--- src/ooo_const_pkg.sv ---
/*
  generic constants for the register readiness logic
  register 0 is hardwired, so its valid bit always reads as set
*/
package ooo_const_pkg;

	// polarity of a per-register valid bit
	localparam logic VAL = 1'b1;
	localparam logic INV = 1'b0;

	// architectural register file size and the width of a register number
	localparam int AREGS = 64;
	localparam int REG_W = 6;

	// the hardwired zero register is never tracked
	// non-writing instructions carry it as a harmless target
	localparam int ZERO_REG = 0;

endpackage
--- src/ooo_core_pkg.sv ---
/*
  instruction word as seen at rename, decoded either as an alu or a branch format
  opcodes outside opcode_t decode as neither writing nor branching
  the link register number is a module parameter and is passed to fn_target
*/
package ooo_core_pkg;
	import ooo_const_pkg::*;

	typedef logic [REG_W-1:0] regspec_t;

	typedef enum logic [5:0] {
		OP_ADD   = 6'h01,
		OP_ADDI  = 6'h02,
		OP_STORE = 6'h03,
		OP_BEQ   = 6'h04,
		OP_BR    = 6'h05
	} opcode_t;

	// alu format, rt is the destination and ra the first source
	typedef struct packed {
		opcode_t     opcode;
		regspec_t    rt;
		regspec_t    ra;
		logic [13:0] imm;
	} alu_fmt_t;

	// branch format, a set lk bit makes the branch write the link register
	typedef struct packed {
		opcode_t            opcode;
		logic               lk;
		logic signed [24:0] disp;
	} br_fmt_t;

	// both views overlay the same 32 bits and share the opcode field
	typedef union packed {
		alu_fmt_t alu;
		br_fmt_t  br;
	} instr_t;

	function automatic logic fn_writes_reg(instr_t ins);
		case (ins.alu.opcode)
			OP_ADD, OP_ADDI: return 1'b1;
			OP_BR:           return ins.br.lk;
			default:         return 1'b0;
		endcase
	endfunction

	// only a branch can reach here with a link target, anything else names rt
	function automatic regspec_t fn_target(instr_t ins, regspec_t lr0);
		if (ins.br.opcode == OP_BR)
			return lr0;
		return ins.alu.rt;
	endfunction

	// a negative displacement is a loop back edge, the sign bit says it all
	function automatic logic fn_is_back_branch(instr_t ins);
		return (ins.br.opcode == OP_BR) && ins.br.disp[24];
	endfunction

endpackage

--- src/regstat_top.sv ---
`timescale 1ns/1ps
/*
  register readiness tracking at the rename and dispatch boundary
  QENTRIES must be a power of two, LR0 names the link register
*/
module regstat_top
	import ooo_const_pkg::*, ooo_core_pkg::*;
#(
	parameter int QENTRIES = 8,
	parameter int LR0 = 56,
	localparam int QW = $clog2(QENTRIES)
) (
	input  logic             clk,
	input  logic             rst,
	input  logic             fetch0_v,
	input  instr_t           fetch0_instr,
	input  logic             fetch1_v,
	input  instr_t           fetch1_instr,
	input  logic             complete_v,
	input  logic [QW-1:0]    complete_id,
	input  logic             branchmiss,
	input  logic [QW-1:0]    miss_id,
	output logic             fetch0_ready,
	output logic             fetch1_ready,
	output logic [AREGS-1:0] rf_v,
	output logic             commit0_v,
	output regspec_t         commit0_tgt,
	output logic [QW-1:0]    commit0_id,
	output logic             commit1_v,
	output regspec_t         commit1_tgt,
	output logic [QW-1:0]    commit1_id
);

	// enqueue side from the queue
	logic                     enq0_v;
	regspec_t                 enq0_tgt;
	logic                     enq0_rfw;
	logic [QW-1:0]            enq0_id;
	logic                     enq1_v;
	regspec_t                 enq1_tgt;
	logic                     enq1_rfw;
	logic [QW-1:0]            enq1_id;
	logic                     enq_back_br_lk;
	// recovery and ownership
	logic [AREGS-1:0]         livetarget;
	logic [AREGS-1:0][QW-1:0] rf_source;

	iq_alloc #(.QENTRIES(QENTRIES), .LR0(LR0)) u_iq (
		.clk, .rst,
		.fetch0_v, .fetch0_instr, .fetch1_v, .fetch1_instr,
		.complete_v, .complete_id, .branchmiss, .miss_id,
		.fetch0_ready, .fetch1_ready,
		.enq0_v, .enq0_tgt, .enq0_rfw, .enq0_id,
		.enq1_v, .enq1_tgt, .enq1_rfw, .enq1_id, .enq_back_br_lk,
		.commit0_v, .commit0_tgt, .commit0_id,
		.commit1_v, .commit1_tgt, .commit1_id,
		.livetarget
	);

	rf_source_table #(.QENTRIES(QENTRIES)) u_src (
		.clk, .rst,
		.enq0_v, .enq0_rfw, .enq0_tgt, .enq0_id,
		.enq1_v, .enq1_rfw, .enq1_tgt, .enq1_id,
		.rf_source
	);

	rf_valid #(.QENTRIES(QENTRIES), .LR0(LR0)) u_valid (
		.clk, .rst, .branchmiss, .livetarget,
		.enq0_v, .enq0_rfw, .enq0_tgt,
		.enq1_v, .enq1_rfw, .enq1_tgt, .enq_back_br_lk,
		.commit0_v, .commit0_tgt, .commit0_id,
		.commit1_v, .commit1_tgt, .commit1_id,
		.rf_source, .rf_v
	);

endmodule

--- src/rf_valid.sv ---
`timescale 1ns/1ps
/*
  per-register valid bits, cleared on enqueue and set on commit or miss recovery
  a commit sets its target only if it is still the newest producer
  the enqueue side expects no enqueue while branchmiss is high
*/
module rf_valid
	import ooo_const_pkg::*, ooo_core_pkg::*;
#(
	parameter int QENTRIES = 8,
	parameter int LR0 = 56,
	localparam int QW = $clog2(QENTRIES)
) (
	input  logic                      clk,
	input  logic                      rst,
	input  logic                      branchmiss,
	input  logic [AREGS-1:0]          livetarget,
	input  logic                      enq0_v,
	input  logic                      enq0_rfw,
	input  regspec_t                  enq0_tgt,
	input  logic                      enq1_v,
	input  logic                      enq1_rfw,
	input  regspec_t                  enq1_tgt,
	input  logic                      enq_back_br_lk,
	input  logic                      commit0_v,
	input  regspec_t                  commit0_tgt,
	input  logic [QW-1:0]             commit0_id,
	input  logic                      commit1_v,
	input  regspec_t                  commit1_tgt,
	input  logic [QW-1:0]             commit1_id,
	input  logic [AREGS-1:0][QW-1:0]  rf_source,
	output logic [AREGS-1:0]          rf_v
);

	logic [AREGS-1:0] rf_vr;
	logic             commit0_own;
	logic             commit1_own;

	// a committing entry still owns its target when the tag table agrees
	assign commit0_own = (rf_source[commit0_tgt] == commit0_id);
	assign commit1_own = (rf_source[commit1_tgt] == commit1_id);

	// ====================================================================
	// valid bit update, later statements override earlier ones
	// ====================================================================

	always_ff @(posedge clk or posedge rst) begin
		if (rst) begin
			rf_vr <= '1;
		end else begin
			// after a miss nothing younger will ever write a register
			// that no survivor targets, so those bits are free again
			if (branchmiss) begin
				for (int n = ZERO_REG + 1; n < AREGS; n++)
					if (rf_vr[n] == INV && !livetarget[n])
						rf_vr[n] <= VAL;
			end

			// an older producer that lost its tag leaves the bit alone
			if (commit0_v && commit0_own)
				rf_vr[commit0_tgt] <= VAL;
			if (commit1_v && commit1_own)
				rf_vr[commit1_tgt] <= VAL;

			// enqueue comes last, a fresh producer beats a commit to the same register
			if (!branchmiss) begin
				if (enq_back_br_lk) begin
					// slot 1 is blocked behind a back branch, only the link register moves
					rf_vr[LR0] <= INV;
				end else begin
					if (enq0_v && enq0_rfw)
						rf_vr[enq0_tgt] <= INV;
					// on a shared target slot 1 is the one that counts,
					// both clear the same bit so the order only matters for clarity
					if (enq1_v && enq1_rfw)
						rf_vr[enq1_tgt] <= INV;
				end
			end
		end
	end

	// an instruction that names r0 still clears the stored bit
	// and the output hides it
	always_comb begin
		rf_v           = rf_vr;
		rf_v[ZERO_REG] = VAL;
	end

endmodule

--- src/rf_source_table.sv ---
`timescale 1ns/1ps
/*
  newest in-flight producer of each architectural register
  a tag is only meaningful while the register's valid bit is clear
*/
module rf_source_table
	import ooo_const_pkg::*, ooo_core_pkg::*;
#(
	parameter int QENTRIES = 8,
	localparam int QW = $clog2(QENTRIES)
) (
	input  logic                      clk,
	input  logic                      rst,
	input  logic                      enq0_v,
	input  logic                      enq0_rfw,
	input  regspec_t                  enq0_tgt,
	input  logic [QW-1:0]             enq0_id,
	input  logic                      enq1_v,
	input  logic                      enq1_rfw,
	input  regspec_t                  enq1_tgt,
	input  logic [QW-1:0]             enq1_id,
	output logic [AREGS-1:0][QW-1:0]  rf_source
);

	// ====================================================================
	// tag update on enqueue
	// ====================================================================

	// the tag moves on the same edge that clears the valid bit,
	// so a commit in that cycle still compares against the old owner
	always_ff @(posedge clk or posedge rst) begin
		if (rst) begin
			rf_source <= '0;
		end else begin
			if (enq0_v && enq0_rfw)
				rf_source[enq0_tgt] <= enq0_id;
			// slot 1 is the younger instruction
			// its write is scheduled last and wins a shared target
			if (enq1_v && enq1_rfw)
				rf_source[enq1_tgt] <= enq1_id;
		end
	end

	// flushed producers are not scrubbed here
	// the valid tracker recovers those registers from livetarget instead,
	// and a later allocation of the same id overwrites the tag anyway

endmodule

--- src/iq_alloc.sv ---
`timescale 1ns/1ps
/*
  instruction queue of QENTRIES entries, QENTRIES must be a power of two
  allocates up to two entries at the tail and commits up to two from the head
  miss_id must name a valid entry while branchmiss is high
  completions aimed at an empty entry are dropped
*/
module iq_alloc
	import ooo_const_pkg::*, ooo_core_pkg::*;
#(
	parameter int QENTRIES = 8,
	parameter int LR0 = 56,
	localparam int QW = $clog2(QENTRIES)
) (
	input  logic             clk,
	input  logic             rst,
	input  logic             fetch0_v,
	input  instr_t           fetch0_instr,
	input  logic             fetch1_v,
	input  instr_t           fetch1_instr,
	input  logic             complete_v,
	input  logic [QW-1:0]    complete_id,
	input  logic             branchmiss,
	input  logic [QW-1:0]    miss_id,
	output logic             fetch0_ready,
	output logic             fetch1_ready,
	output logic             enq0_v,
	output regspec_t         enq0_tgt,
	output logic             enq0_rfw,
	output logic [QW-1:0]    enq0_id,
	output logic             enq1_v,
	output regspec_t         enq1_tgt,
	output logic             enq1_rfw,
	output logic [QW-1:0]    enq1_id,
	output logic             enq_back_br_lk,
	output logic             commit0_v,
	output regspec_t         commit0_tgt,
	output logic [QW-1:0]    commit0_id,
	output logic             commit1_v,
	output regspec_t         commit1_tgt,
	output logic [QW-1:0]    commit1_id,
	output logic [AREGS-1:0] livetarget
);

	logic [QENTRIES-1:0] iq_v;
	logic [QENTRIES-1:0] iq_done;
	regspec_t            iq_tgt [QENTRIES];
	logic [QW-1:0]       head;
	logic [QW-1:0]       head1;
	logic [QW-1:0]       tail;
	logic [QW:0]         n_free;
	logic [QW-1:0]       ent_age [QENTRIES];
	logic [QW-1:0]       miss_age;
	logic [QENTRIES-1:0] younger;
	logic                back_br0;

	// ====================================================================
	// fetch side, decode each offered word once
	// ====================================================================

	// the occupied entries form one ring segment from head to tail-1
	// so counting the free ones is enough to know the tail is usable
	always_comb begin
		n_free = '0;
		for (int i = 0; i < QENTRIES; i++)
			n_free = n_free + (QW+1)'(!iq_v[i]);
	end

	assign back_br0 = fetch0_v && fn_is_back_branch(fetch0_instr);

	// nothing enters while the queue is being cut back after a miss
	assign fetch0_ready = (n_free != '0) && !branchmiss;
	// a back branch in slot 0 ends the fetch group, slot 1 waits a cycle
	assign fetch1_ready = (n_free >= 2) && !back_br0 && !branchmiss;

	assign enq0_v = fetch0_v && fetch0_ready;
	// slot 1 never overtakes slot 0
	assign enq1_v = enq0_v && fetch1_v && fetch1_ready;

	assign enq0_rfw = fn_writes_reg(fetch0_instr);
	assign enq1_rfw = fn_writes_reg(fetch1_instr);

	// instructions without a destination carry the zero register
	// so a commit or a miss never touches a real register on their behalf
	assign enq0_tgt = enq0_rfw ? fn_target(fetch0_instr, regspec_t'(LR0)) : regspec_t'(ZERO_REG);
	assign enq1_tgt = enq1_rfw ? fn_target(fetch1_instr, regspec_t'(LR0)) : regspec_t'(ZERO_REG);

	assign enq0_id = tail;
	assign enq1_id = tail + 1'b1;

	assign enq_back_br_lk = enq0_v && back_br0 && fetch0_instr.br.lk;

	// ====================================================================
	// in-order commit from the head
	// ====================================================================

	assign head1 = head + 1'b1;

	assign commit0_v   = iq_v[head] && iq_done[head];
	// the second commit only rides along with the first
	assign commit1_v   = commit0_v && iq_v[head1] && iq_done[head1];
	assign commit0_tgt = iq_tgt[head];
	assign commit0_id  = head;
	assign commit1_tgt = iq_tgt[head1];
	assign commit1_id  = head1;

	// ====================================================================
	// branch miss, age relative to the head decides who survives
	// ====================================================================

	assign miss_age = miss_id - head;

	always_comb begin
		livetarget = '0;
		for (int i = 0; i < QENTRIES; i++) begin
			ent_age[i] = QW'(i) - head;
			younger[i] = iq_v[i] && (ent_age[i] > miss_age);
			// survivors still owe a write to their target
			if (iq_v[i] && !younger[i])
				livetarget[iq_tgt[i]] = 1'b1;
		end
	end

	always_ff @(posedge clk or posedge rst) begin
		if (rst) begin
			iq_v    <= '0;
			iq_done <= '0;
			head    <= '0;
			tail    <= '0;
		end else begin
			head <= head + QW'(commit0_v) + QW'(commit1_v);
			if (commit0_v)
				iq_v[head] <= 1'b0;
			if (commit1_v)
				iq_v[head1] <= 1'b0;
			if (complete_v && iq_v[complete_id])
				iq_done[complete_id] <= 1'b1;
			if (branchmiss) begin
				// the slot after the missed branch becomes the next allocation
				tail <= miss_id + 1'b1;
				for (int i = 0; i < QENTRIES; i++)
					if (younger[i])
						iq_v[i] <= 1'b0;
			end else begin
				tail <= tail + QW'(enq0_v) + QW'(enq1_v);
				if (enq0_v) begin
					iq_v[enq0_id]    <= 1'b1;
					iq_done[enq0_id] <= 1'b0;
				end
				if (enq1_v) begin
					iq_v[enq1_id]    <= 1'b1;
					iq_done[enq1_id] <= 1'b0;
				end
			end
		end
	end

	// target register of each entry, written when the entry is allocated
	always_ff @(posedge clk) begin
		if (enq0_v)
			iq_tgt[enq0_id] <= enq0_tgt;
		if (enq1_v)
			iq_tgt[enq1_id] <= enq1_tgt;
	end

endmodule

--- config.mk ---
export PLATFORM = sky130hd
export DESIGN_NAME = regstat_top
export DESIGN_NICKNAME = d
export VERILOG_FILES = /design/src/ooo_const_pkg.sv /design/src/ooo_core_pkg.sv /design/src/regstat_top.sv /design/src/rf_valid.sv /design/src/rf_source_table.sv /design/src/iq_alloc.sv
export SDC_FILE = /design/constraint.sdc
export NUM_CORES = 1
export LEC_CHECK = 0
export ABC_CLOCK_PERIOD_IN_PS = 9100
export BUFFER_PORTS_ARGS = -buffer_cell sky130_fd_sc_hd__buf_4
export CAP_MARGIN = 40
export CORE_ASPECT_RATIO = 1.2
export CORE_MARGIN = 2
export CORE_UTILIZATION = 25
export CTS_BUF_LIST = sky130_fd_sc_hd__clkbuf_4 sky130_fd_sc_hd__clkbuf_8
export CTS_CLUSTER_SIZE = 12
export DETAILED_ROUTE_END_ITERATION = 7
export PLACE_DENSITY = 0.4
export SYNTH_ARGS = -nofsm -noshare
export SYNTH_HDL_FRONTEND = slang
export SYNTH_SLANG_ARGS = --single-unit
--- constraint.sdc ---
create_clock -name clk -period 9.1 [get_ports clk]
set_clock_uncertainty 0.2 [all_clocks]
set_input_delay 0.455 -clock clk [delete_from_list [all_inputs] [get_ports clk]]
set_output_delay 0.455 -clock clk [all_outputs]
set_load 0.02 [all_outputs]
== After elaboration in Yosys (flattened, before gate mapping) ==
Memory sizes are Yosys's and may differ from the RTL's.
Index checks and enable logic that the tools add are counted.

* RAM bits: 48
* Logic and storage cells: 601
* Input port bits: 76
* Bits in registers: 278
* Output and inout port bits: 86
* Memories kept: 1

{| class="wikitable"
|+ Memory list
! memory !! words !! bits a word !! rd ports !! clocked after memory_dff !! wr ports !! RTL line !! text
|-
| u_iq.iq_tgt || 8 || 6 || 10 || 0 || 2 || iq_alloc.sv:47 || <nowiki>regspec_t iq_tgt [QENTRIES];</nowiki>
|}

* Reduce and logical (&&, ||, !) cells: 198
* Magnitude comparators: 43
* Multiplexer cells: 172
* Equality and inequality tests: 8
* Bitwise operators: 87
* Add/subtract/negate cells: 23

{| class="wikitable"
|+ Operator list
! kind !! count
|-
| 64-bit 2-to-1 mux || 15
|-
| 64-bit bitwise OR || 9
|-
| 192-bit bitwise mux || 2
|-
| 192-bit 2-to-1 mux || 2
|-
| 64-bit AND || 2
|-
| 64-bit NOT || 2
|-
| 1-bit logical AND || 114
|-
| 1-bit 2-to-1 mux || 100
|-
| 8-bit 2-to-1 mux || 11
|-
| 6-bit by 7-bit < comparator with 1-bit output, second input constant || 12
|-
| 1-bit logical NOT || 81
|-
| 1-bit demux with 6-bit select || 12
|-
| 6-bit by 1-bit greater-or-equal comparator with 1-bit output, second input constant || 12
|-
| 63-bit 2-to-1 mux || 1
|-
| 1-bit NOT || 63
|-
| 56-bit 2-to-1 mux || 1
|-
| 3-bit binary-select mux with 6-bit select || 2
|-
| 3-bit demux with 6-bit select || 2
|-
| 6-bit 2-to-1 mux || 6
|-
| 8-bit AND || 4
|-
| 8-bit NOT || 4
|-
| 4-bit by 1-bit adder with 4-bit output || 6
|-
| 3-bit greater-than comparator || 8
|-
| 8-bit bitwise OR || 3
|-
| other kinds (21) || 57
|}

== Longest topological paths before layout ==
Gate-level depths: netlist of run 1.

* Depth in word-level cells: 36
* Mapped depth: 23
* Depth with buffers taken out: 18

== Modules after synthesis ==
Synthesis of run 1 repeated with hierarchy kept, for this count alone.

* Cell total of the unflattened synthesis: 3618
* Area total of the unflattened synthesis: 29530.8 µm²

{| class="wikitable"
|+ Modules (own cells, without submodules)
! module !! area each (µm²) !! sequential area each (µm²) !! cells each !! times used
|-
| rf_source_table || 11349.6 || 4804.6 || 1321 || 1
|-
| iq_alloc || 9335.2 || 1991.9 || 1220 || 1
|-
| rf_valid || 8846.0 || 1655.3 || 1077 || 1
|}

== Least setup slack after synthesis of run 1 ==
No wires, ideal clock.

* Path type: reg2reg
* From: register u_iq.iq_v[1]
* To: memory u_iq.iq_tgt[4][0] (netlist name), enable pin
* Library setup time: 0.373 ns
* Arrival time: 5.043 ns
* Clock period less this slack: 5.615 ns
* Data required time: 8.527 ns
* Buffers on the path: 0
* Slack: 3.485 ns
* Stages on the path, launching flop included: 15
* Cell sequence: dfrtp_1 clkinv_1 ha_1 fa_1 fa_1 fa_1 inv_1 fa_1 nor2b_1 a31o_2 a31oi_1 and2_1 nand3_1 nor4_1 o21bai_1

{| class="wikitable"
|+ RTL lines
! item !! RTL line !! text
|-
| start: declaration || iq_alloc.sv:45 || <nowiki>logic [QENTRIES-1:0] iq_v;</nowiki>
|-
| start signal: assignment || iq_alloc.sv:126 || <nowiki>iq_v <= '0;</nowiki>
|-
| start signal: indexed assignment || iq_alloc.sv:133 || <nowiki>iq_v[head] <= 1'b0;</nowiki>
|-
| start signal: indexed assignment || iq_alloc.sv:135 || <nowiki>iq_v[head1] <= 1'b0;</nowiki>
|-
| end: declaration || iq_alloc.sv:47 ||
|}

== Worst setup path after layout of run 1 ==
* From: register u_iq.head[1], in the netlist u_iq.commit0_id[1]
* To: register u_valid.rf_vr[57]

* Longest elaborated chain between the ends: 36
* Elaborated cells on any way between the ends: 103
* Classes of those cells: 10 x add/sub; 12 x order compare; 2 x eq/ne; 34 x mux; 11 x bitwise; 33 x reduce/logical; 1 x memory

{| class="wikitable"
|+ Ends and longest elaborated chain
! item !! RTL line !! text
|-
| start: declaration || iq_alloc.sv:48 || <nowiki>logic [QW-1:0] head;</nowiki>
|-
| start signal: assignment || iq_alloc.sv:131 || <nowiki>head <= head + QW'(commit0_v) + QW'(commit1_v);</nowiki>
|-
| 1-bit by 3-bit subtractor with 3-bit output / 3-bit subtractor (equally long branches) || iq_alloc.sv:116, iq_alloc.sv:111 ||
|-
| 3-bit greater-than comparator || iq_alloc.sv:117 || <nowiki>younger[i] = iq_v[i] && (ent_age[i] > miss_age);</nowiki>
|-
| 1-bit logical AND || iq_alloc.sv:117 ||
|-
| 1-bit logical NOT || iq_alloc.sv:119 || <nowiki>if (iq_v[i] && !younger[i])</nowiki>
|-
| 1-bit logical AND || iq_alloc.sv:119 ||
|-
| 64-bit 2-to-1 mux || iq_alloc.sv:119 ||
|-
| 64-bit bitwise OR (no line) || n/a ||
|-
| 64-bit 2-to-1 mux || iq_alloc.sv:119 ||
|-
| [20 not listed] || n/a ||
|-
| 64-bit AND (no line) || n/a ||
|-
| 64-bit 2-to-1 mux || rf_valid.sv:71 || <nowiki>if (enq0_v && enq0_rfw)</nowiki>
|-
| 64-bit 2-to-1 mux || rf_valid.sv:67 || <nowiki>if (enq_back_br_lk) begin</nowiki>
|-
| 64-bit 2-to-1 mux || rf_valid.sv:66 || <nowiki>if (!branchmiss) begin</nowiki>
|-
| 64-bit AND (no line) || n/a ||
|-
| 64-bit 2-to-1 mux || rf_valid.sv:75 || <nowiki>if (enq1_v && enq1_rfw)</nowiki>
|-
| 7-bit 2-to-1 mux || rf_valid.sv:67 ||
|-
| 64-bit 2-to-1 mux * || rf_valid.sv:66 ||
|-
| end signal: indexed assignment || rf_valid.sv:69 || <nowiki>rf_vr[LR0] <= INV;</nowiki>
|-
| end signal: indexed assignment || rf_valid.sv:72 || <nowiki>rf_vr[enq0_tgt] <= INV;</nowiki>
|-
| end signal: indexed assignment || rf_valid.sv:76 || <nowiki>rf_vr[enq1_tgt] <= INV;</nowiki>
|-
| end: declaration || rf_valid.sv:35 || <nowiki>logic [AREGS-1:0] rf_vr;</nowiki>
|}

Every way passes the cells marked *; elsewhere a longest branch is shown, timed or not. The select of a mux whose other input is x is not followed.

==> run summary, run 1 <==
Seq. cell area - 8460 um^2
Synth-to-Final Area Change - 16.3%
Initial antenna violation count - 5
Worst path slowest cell - nor3b_4
Postcts setup bufs - 0
Worst hold endpoint - u_iq.iq_done[5]
Clock H-tree levels - 2
CP cell instances - inv_1, ha_1, buf_4, mux4_2, mux2i_4, clkinv_2, buf_4, mux2i_1, mux2i_1, o32ai_1, nor4_1, o21ai_1, xnor2_1, nor3b_4, nand3_1, o22ai_1
Minimum clock period - 7200 ps
Max Root-Sink Buffers - 3
VDD IR max - 0.000411 V
# DRC - 4
DRT iter0 DRCs - 3283
Violated checks - design-rule violations
Critical path arrival - 7630 ps
Total Routed Length - 166 mm
Slew HR - 36.0%
Synth warn - 0
Most frequent cell after synthesis - nand2_1
Syn Inst Count - 3367
RSZ-0062 raised after global routing - no
First-pass GRT wire length - 229 mm
Worst hold path type - input port to register
FF+latch count, synth - 325
Fin crit share - 79.1%
Worst r2r src - u_iq.commit0_id[1]
Share of cells above drive strength 1 - 17.4%
Area of the multi-input gates - 17300 um^2
Synth unique cells - 85
Io pins - 162
Hold-fix buffers, CTS - 12
Post-synth EDFFs - 48
Cts bufs inserted - 61
CP max stage delay - 830 ps
Sequential share of the synthesized area - 31.3%
Status - finished with violations
Wire length per cell - 34.0 um
Critical Path Fanout Max - 31
Syn nets - 3471
Worst slew pin tran - 959 ps
CTS root buf - clkbuf_8
DIE HEIGHT - 364 um
CTS tree - built
Worst-path clk slew - 80 ps
Synthesized area - 27000 um^2
Starting Density - 25.1%
PostCTS Resize Cnt - 0
Average cell area after synthesis - 8.03 um^2
DR vias/cell - 6.08
Vias in the first global route - 28300
Hold Startpoint - complete_v
Final hold violation count - 0
Core area - 108000 um^2
# clock sinks - 325
ANT nets after route - 0
# fillers - 11700
Reg-to-reg slack, setup - 1900 ps
Highest Clock Rate - 139 MHz
Most common flop cell mapped by yosys - dfrtp_1
CP Capture Type - register
Critical path class - register to register
Max-slew violation count - 0
Gr usage total - 29.0%
Leakage - 0.0121 uW
Die X - 304 um
PwrDens - 325 nW/um^2
Port Buffer Count - 120
Share of the synthesized area in the top cell type - 19.8%
Largest net degree at the start of global routing - 107
Area contributors post-synth - dfrtp_1 (20%), mux2i_1 (10%), dfstp_2 (6.1%), nand2_1 (6.1%), edfxtp_1 (5.3%)
Gr ovfl total - 0
Final worst-path setup slack - 1900 ps
Crit path launch type - register
Row cnt - 132
R2r endpoint - u_valid.rf_vr[57]
Dominant cell type by area after synthesis - dfrtp_1
Post-detail-place hpwl - 127 mm
Most frequent cells after synthesis - nand2_1 (441), nor2_1 (287), mux2i_1 (274)
Fin Hold WS - 50.0 ps
WP data required - 9540 ps
RePlAce Congestion - 1.01
1st-pass router iterations - 8
Hold path depth - 4
Final setup vio count - 0
DP Worst Slack - 2070 ps
Max_cap viols - 0
Die area - 111000 um^2
Reg2Reg Depth - 16
Total number of vias - 29700
Nets - 3530
Clk_lat worst skew - 740 ps
Async set or reset register ratio after synthesis - 85.2%
Setup TNS - 0 ps
==> placed cells by master (no fill, tap or decap), types with 11 or more instances in the layout <==
cell type | Yosys | routed
nand2_1 | 441 | 440
buf_4 | 13 | 238
dfstp_2 | 63 | 63
clkbuf_4 | 0 | 22
clkbuf_8 | 0 | 75
clkinv_2 | 0 | 15
mux4_2 | 25 | 24
a31oi_1 | 97 | 97
nand4_1 | 113 | 113
ha_1 | 21 | 20
mux2i_1 | 274 | 272
mux2_2 | 25 | 25
a21oi_1 | 254 | 253
nor4_1 | 29 | 23
o221ai_1 | 107 | 107
o21ai_0 | 109 | 107
and3_1 | 20 | 20
nand2b_1 | 21 | 21
o22ai_1 | 142 | 142
a31o_2 | 35 | 35
nand3b_1 | 21 | 21
dfrtp_1 | 214 | 211
o211ai_1 | 65 | 65
nor3_1 | 73 | 63
and2_1 | 33 | 33
inv_1 | 39 | 38
a22oi_1 | 26 | 26
a21o_1 | 22 | 22
a32oi_1 | 11 | 11
or2_2 | 15 | 15
or3_1 | 30 | 30
nand3_1 | 181 | 181
nor2_1 | 287 | 284
dlygate4sd3_1 | 0 | 12
a221oi_1 | 13 | 13
edfxtp_1 | 48 | 48
a211oi_1 | 24 | 24
nor2b_1 | 43 | 43
==> per-layer routing <==
| metal | track usage, % | share of wire [%] | wire (um) | vias up |
|---|---|---|---|---|
| li1 | - | - | - | 12900 |
| met1 | 34.1 | 39 | 64200 | 14700 |
| met2 | 49.3 | 47 | 78600 | 1559 |
| met3 | 4.03 | 6.4 | 10700 | 507 |
| met4 | 19.2 | 7.5 | 12400 | 8 |
| met5 | 0.129 | 0.030 | 50 | - |
==> report_power, final <==
part           internal, uW  total [uW]  leakage (uW)  switching [uW]
clock                   860        1610      0.000713             754
combinational          1900        6880       0.00733            4970
sequential             1560        1730       0.00407             166
total                  4320       10200        0.0121            5890
==> kinds of logic (layout without fill, tap and decap cells) <==
kind of cell,after synthesis,count (layout),synth area share (%)
muxes,328,328,13.6
buffers and inverters,336,447,5.32
AOI/OAI and AO/OA,987,987,24.1
xor gates and xnor gates,15,15,0.555
other,1,3,0.0139
and+or+nand+nor,1342,1342,23.6
adders and majority gates,33,33,1.68
DFF,325,325,31.3
==> worst max-delay path, delay by kind of cell (launching register included) <==
family	cells	cell delay, ps
adder cells (fa/ha/maj)	1	640
flip-flops	1	380
AO/OA/AOI/OAI	3	640
XOR/XNOR	1	200
buffers and inverters	4	2100
multiplexers	4	1140
AND/OR/NAND/NOR	3	1740
==> per-stage QoR <==
stage	instance area, um^2	cells	total power [uW]	utilization, %
after floorplan	27000	3367	5830	-
after global placement	29400	4714	8310	27.4
after detailed placement	30000	4758	8450	27.9
after CTS	31400	4885	10100	29.2
after global routing	31400	4886	10500	29.2
final	31400	4887	10200	29.2
==> how the worst max path moves through the flow <==
stage                  startpoint                 end  slack [ps]  cells after the start
3_3_place_gp   u_iq.commit0_id[1]    u_valid.rf_vr[8]        2070                     16
2_1_floorplan                 rst  u_iq.commit0_id[0]         910                      1
6_report       u_iq.commit0_id[1]   u_valid.rf_vr[57]        1900                     16
3_5_place_dp   u_iq.commit0_id[1]   u_valid.rf_vr[57]        2070                     16
5_1_grt        u_iq.commit0_id[1]   u_valid.rf_vr[33]        1610                     16
4_1_cts        u_iq.commit0_id[1]   u_valid.rf_vr[57]        2030                     16
==> registers in the layout, indices dropped and copies added (netlist names) <==
register / cells
u_iq.iq_done: 8
u_iq.commit0_id: 3
u_valid.rf_vr: 63
u_src.rf_source: 192
u_iq.iq_tgt: 48
u_iq.iq_v: 8
u_iq.enq0_id: 3
==> cell type report <==
class,instances,area share (%)
Timing Repair Buffer,276,7.48
Tap cell,1407,5.60
Antenna cell,2,0.0159
Multi-Input combinational cell,2706,55.1
Inverter,56,0.720
Sequential cell,325,26.9
Clock buffer,97,3.81
Clock inverter,18,0.366
(Power assumes the default switching activity.)
==> run 2: changes to the inputs <==
Settings changed: ABC_CLOCK_PERIOD_IN_PS 9100 to 7000.
Clock period 9.1 ns to 7 ns, I/O delays scaled along.
==> run 2 against run 1 <==
  * The flow now finishes without violations
  * Setup slack lost 1100 ps
  * Maximum frequency increased by 17%
  * Worst hold slack barely moved
  * Via count rose by 0.64%
  * Die area stayed put
  * Combinational power grew 32%
  * Sequential cell count stayed put
  * First-iteration DRC count grew 6.8%
  * Highest routed layer unchanged
==> run summary, run 2 (same netlist as run 1, synthesis figures left out) <==
Commonest non-fill, non-tap cells in the layout - nand2_1 (440), nor2_1 (285), mux2i_1 (272) (was nand2_1 (440), nor2_1 (284), mux2i_1 (272))
Port Buffer Count - 120 (unchanged)
Max-slew violation count - 0 (unchanged)
# DRC - 0 (was 4)
Worst-path clk slew - 70 ps (was 80 ps)
Vias in the first global route - 28800 (was 28300)
Most frequent CP cell - buf_4
Share of cells above drive strength 1 - 17.7% (was 17.4%)
Max FFs per register - 192 (unchanged)
Critical Path Fanout Max - 53 (was 31)
Clock H-tree levels - 3 (was 2)
CTS root buf - clkbuf_8 (unchanged)
Final non-filler cell area - 31600 um^2 (was 31400 um^2)
Io pins - 162 (unchanged)
Core area - 108000 um^2 (unchanged)
Die area - 111000 um^2 (unchanged)
RePlAce Congestion - 1.02 (was 1.01)
# fillers - 11600 (was 11700)
Row cnt - 132 (unchanged)
Post-detail-place hpwl - 127 mm (about the same)
Worst hold path type - input port to register (unchanged)
R2r endpoint - u_valid.rf_vr[9] (was u_valid.rf_vr[57])
Setup TNS - 0 ps (unchanged)
VDD IR max - 0.000542 V (was 0.000411 V)
Total number of vias - 29900 (was 29700)
Fin crit share - 88.2% (was 79.1%)
DRT iter0 DRCs - 3506 (was 3283)
Gr usage total - 29.1% (was 29.0%)
Worst path slowest cell - mux2i_4 (was nor3b_4)
Critical path class - register to register (unchanged)
Reg-to-reg slack, setup - 820 ps (was 1900 ps)
Gr ovfl total - 0 (unchanged)
Max Root-Sink Buffers - 3 (unchanged)
Initial antenna violation count - 6 (was 5)
ANT nets after route - 0 (unchanged)
1st-pass router iterations - 6 (was 8)
Worst r2r src - u_iq.commit0_id[0] (was u_iq.commit0_id[1])
Crit path launch type - register (unchanged)
WP data required - 7380 ps (was 9540 ps)
Cts bufs inserted - 66 (was 61)
Slew HR - 29.2% (was 36.0%)
Wire length per cell - 33.7 um (was 34.0 um)
Die X - 304 um (unchanged)
Highest Clock Rate - 162 MHz (was 139 MHz)
DIE HEIGHT - 364 um (unchanged)
CP Launch Point - u_iq.commit0_id[0] (was u_iq.commit0_id[1])
Post-layout power - 13500 uW (was 10200 uW)
Crit path capture - u_valid.rf_vr[9] (was u_valid.rf_vr[57])
Worst slew pin tran - 1060 ps (was 959 ps)
DP Worst Slack - 1010 ps (was 2070 ps)
Minimum clock period - 6180 ps (was 7200 ps)
# clock sinks - 325 (unchanged)
RSZ-0062 raised after global routing - no (unchanged)
PwrDens - 426 nW/um^2 (was 325 nW/um^2)
Max_cap viols - 0 (unchanged)
CP max stage delay - 720 ps (was 830 ps)
Status - complete, no violations (was finished with violations)
Leakage - 0.0122 uW (was 0.0121 uW)
Final worst-path setup slack - 824 ps (was 1900 ps)
Final setup vio count - 0 (unchanged)
DR vias/cell - 6.08 (about the same)
Clk_lat worst skew - 690 ps (was 740 ps)
Commonest non-fill, non-tap cell in the layout - nand2_1 (unchanged)
Critical path arrival - 6550 ps (was 7630 ps)
PostCTS Resize Cnt - 0 (unchanged)
Reg2Reg Depth - 16 (unchanged)
Final hold violation count - 0 (unchanged)
CTS tree - built (unchanged)
Synth-to-Final Area Change - 16.9% (was 16.3%)
Register with the most flip-flops - u_src.rf_source (unchanged)
Largest regs - u_src.rf_source (192), u_valid.rf_vr (63), u_iq.iq_tgt (48) (unchanged)
Starting Density - 25.1% (unchanged)
Largest net degree at the start of global routing - 142 (was 107)
First-pass GRT wire length - 230 mm (was 229 mm)
CP cell instances - buf_4, ha_1, xnor2_4, inv_4, mux4_2, mux2i_4, inv_2, or3_1, a211oi_1, a31oi_1, nand4_1, nor2_1, xnor2_2, buf_4, nand3_1, o22ai_1 (was inv_1, ha_1, buf_4, mux4_2, mux2i_4, clkinv_2, buf_4, mux2i_1, mux2i_1, o32ai_1, nor4_1, o21ai_1, xnor2_1, nor3b_4, nand3_1, o22ai_1)
Placed Area - 30100 um^2 (was 30000 um^2)
Total Routed Length - 166 mm (about the same)
Nets - 3569 (was 3530)
CP Capture Type - register (unchanged)
## run 2: changes by cell type in the layout (fill, tap and decap cells not counted), moves of 3 or more
| cell | delta |
|---|---|
| dlygate4sd3_1 | +5 |
| buf_4 | +28 |
| buf_8 | -3 |
| clkinvlp_4 | +4 |
| clkbuf_4 | -5 |
| buf_2 | +3 |
| clkinv_2 | -6 |
## run 2: layout make-up
class,count,area (um^2),area share [%]
antenna,2,5.00,0.0158
timing repair buffer,310,2560,8.11
tap,1407,1760,5.57
inverter,56,223,0.705
clock buffer,92,1160,3.67
sequential,325,8460,26.8
clock inverter,18,129,0.408
multi-input combinational,2706,17300,54.8
## run 2: timing repair
action                                 in CTS  in global routing
setup buffers                               0                  0
hold buffers                               17                  0
endpoints found under the hold margin      28                  0
## run 2: through the flow
stage / instances / hold slack (ps) / utilization [%]
4_1_cts: 4912 / 2.75 / 29.4
2_1_floorplan: 3367 / 243 / -
3_5_place_dp: 4785 / 234 / 28.0
3_3_place_gp: 4749 / 226 / 27.6
5_1_grt: 4915 / 56.4 / 29.4
6_report: 4916 / 50.2 / 29.4
## run 2: where the power goes
part	total, uW	internal (uW)	switching (uW)
logic	9090	2650	6440
clock network	2070	1100	963
registers	2290	2030	265
## run 2: worst min-delay path by stage
stage / from / to / depth (start not counted)
4_1_cts: fetch1_instr[20] / u_src.rf_source[175] / 4
3_5_place_dp: rst / u_src.rf_source[78] / 2
2_1_floorplan: miss_id[0] / u_iq.enq0_id[0] / 1
5_1_grt: fetch1_instr[20] / u_src.rf_source[175] / 4
3_3_place_gp: rst / u_src.rf_source[75] / 2
6_report: fetch1_instr[21] / u_valid.rf_vr[54] / 4
## run 2: critical path: cells and delay by family, from the launching register on
family                   cells  cell delay (ps)
buffers and inverters        4             1700
AO/OA/AOI/OAI                3              820
flip-flops                   1              350
XOR/XNOR                     2              330
adder cells (fa/ha/maj)      1              360
AND/OR/NAND/NOR              4             1160
multiplexers                 2             1100
## run 2: layer usage
metal / track usage [%] / up-vias / wire, um
met4: 18.7 / 8 / 12300
met5: 0 / - / 73
met1: 34.4 / 14700 / 63800
li1: - / 13000 / -
met3: 4.73 / 507 / 11400
met2: 49.0 / 1675 / 78100
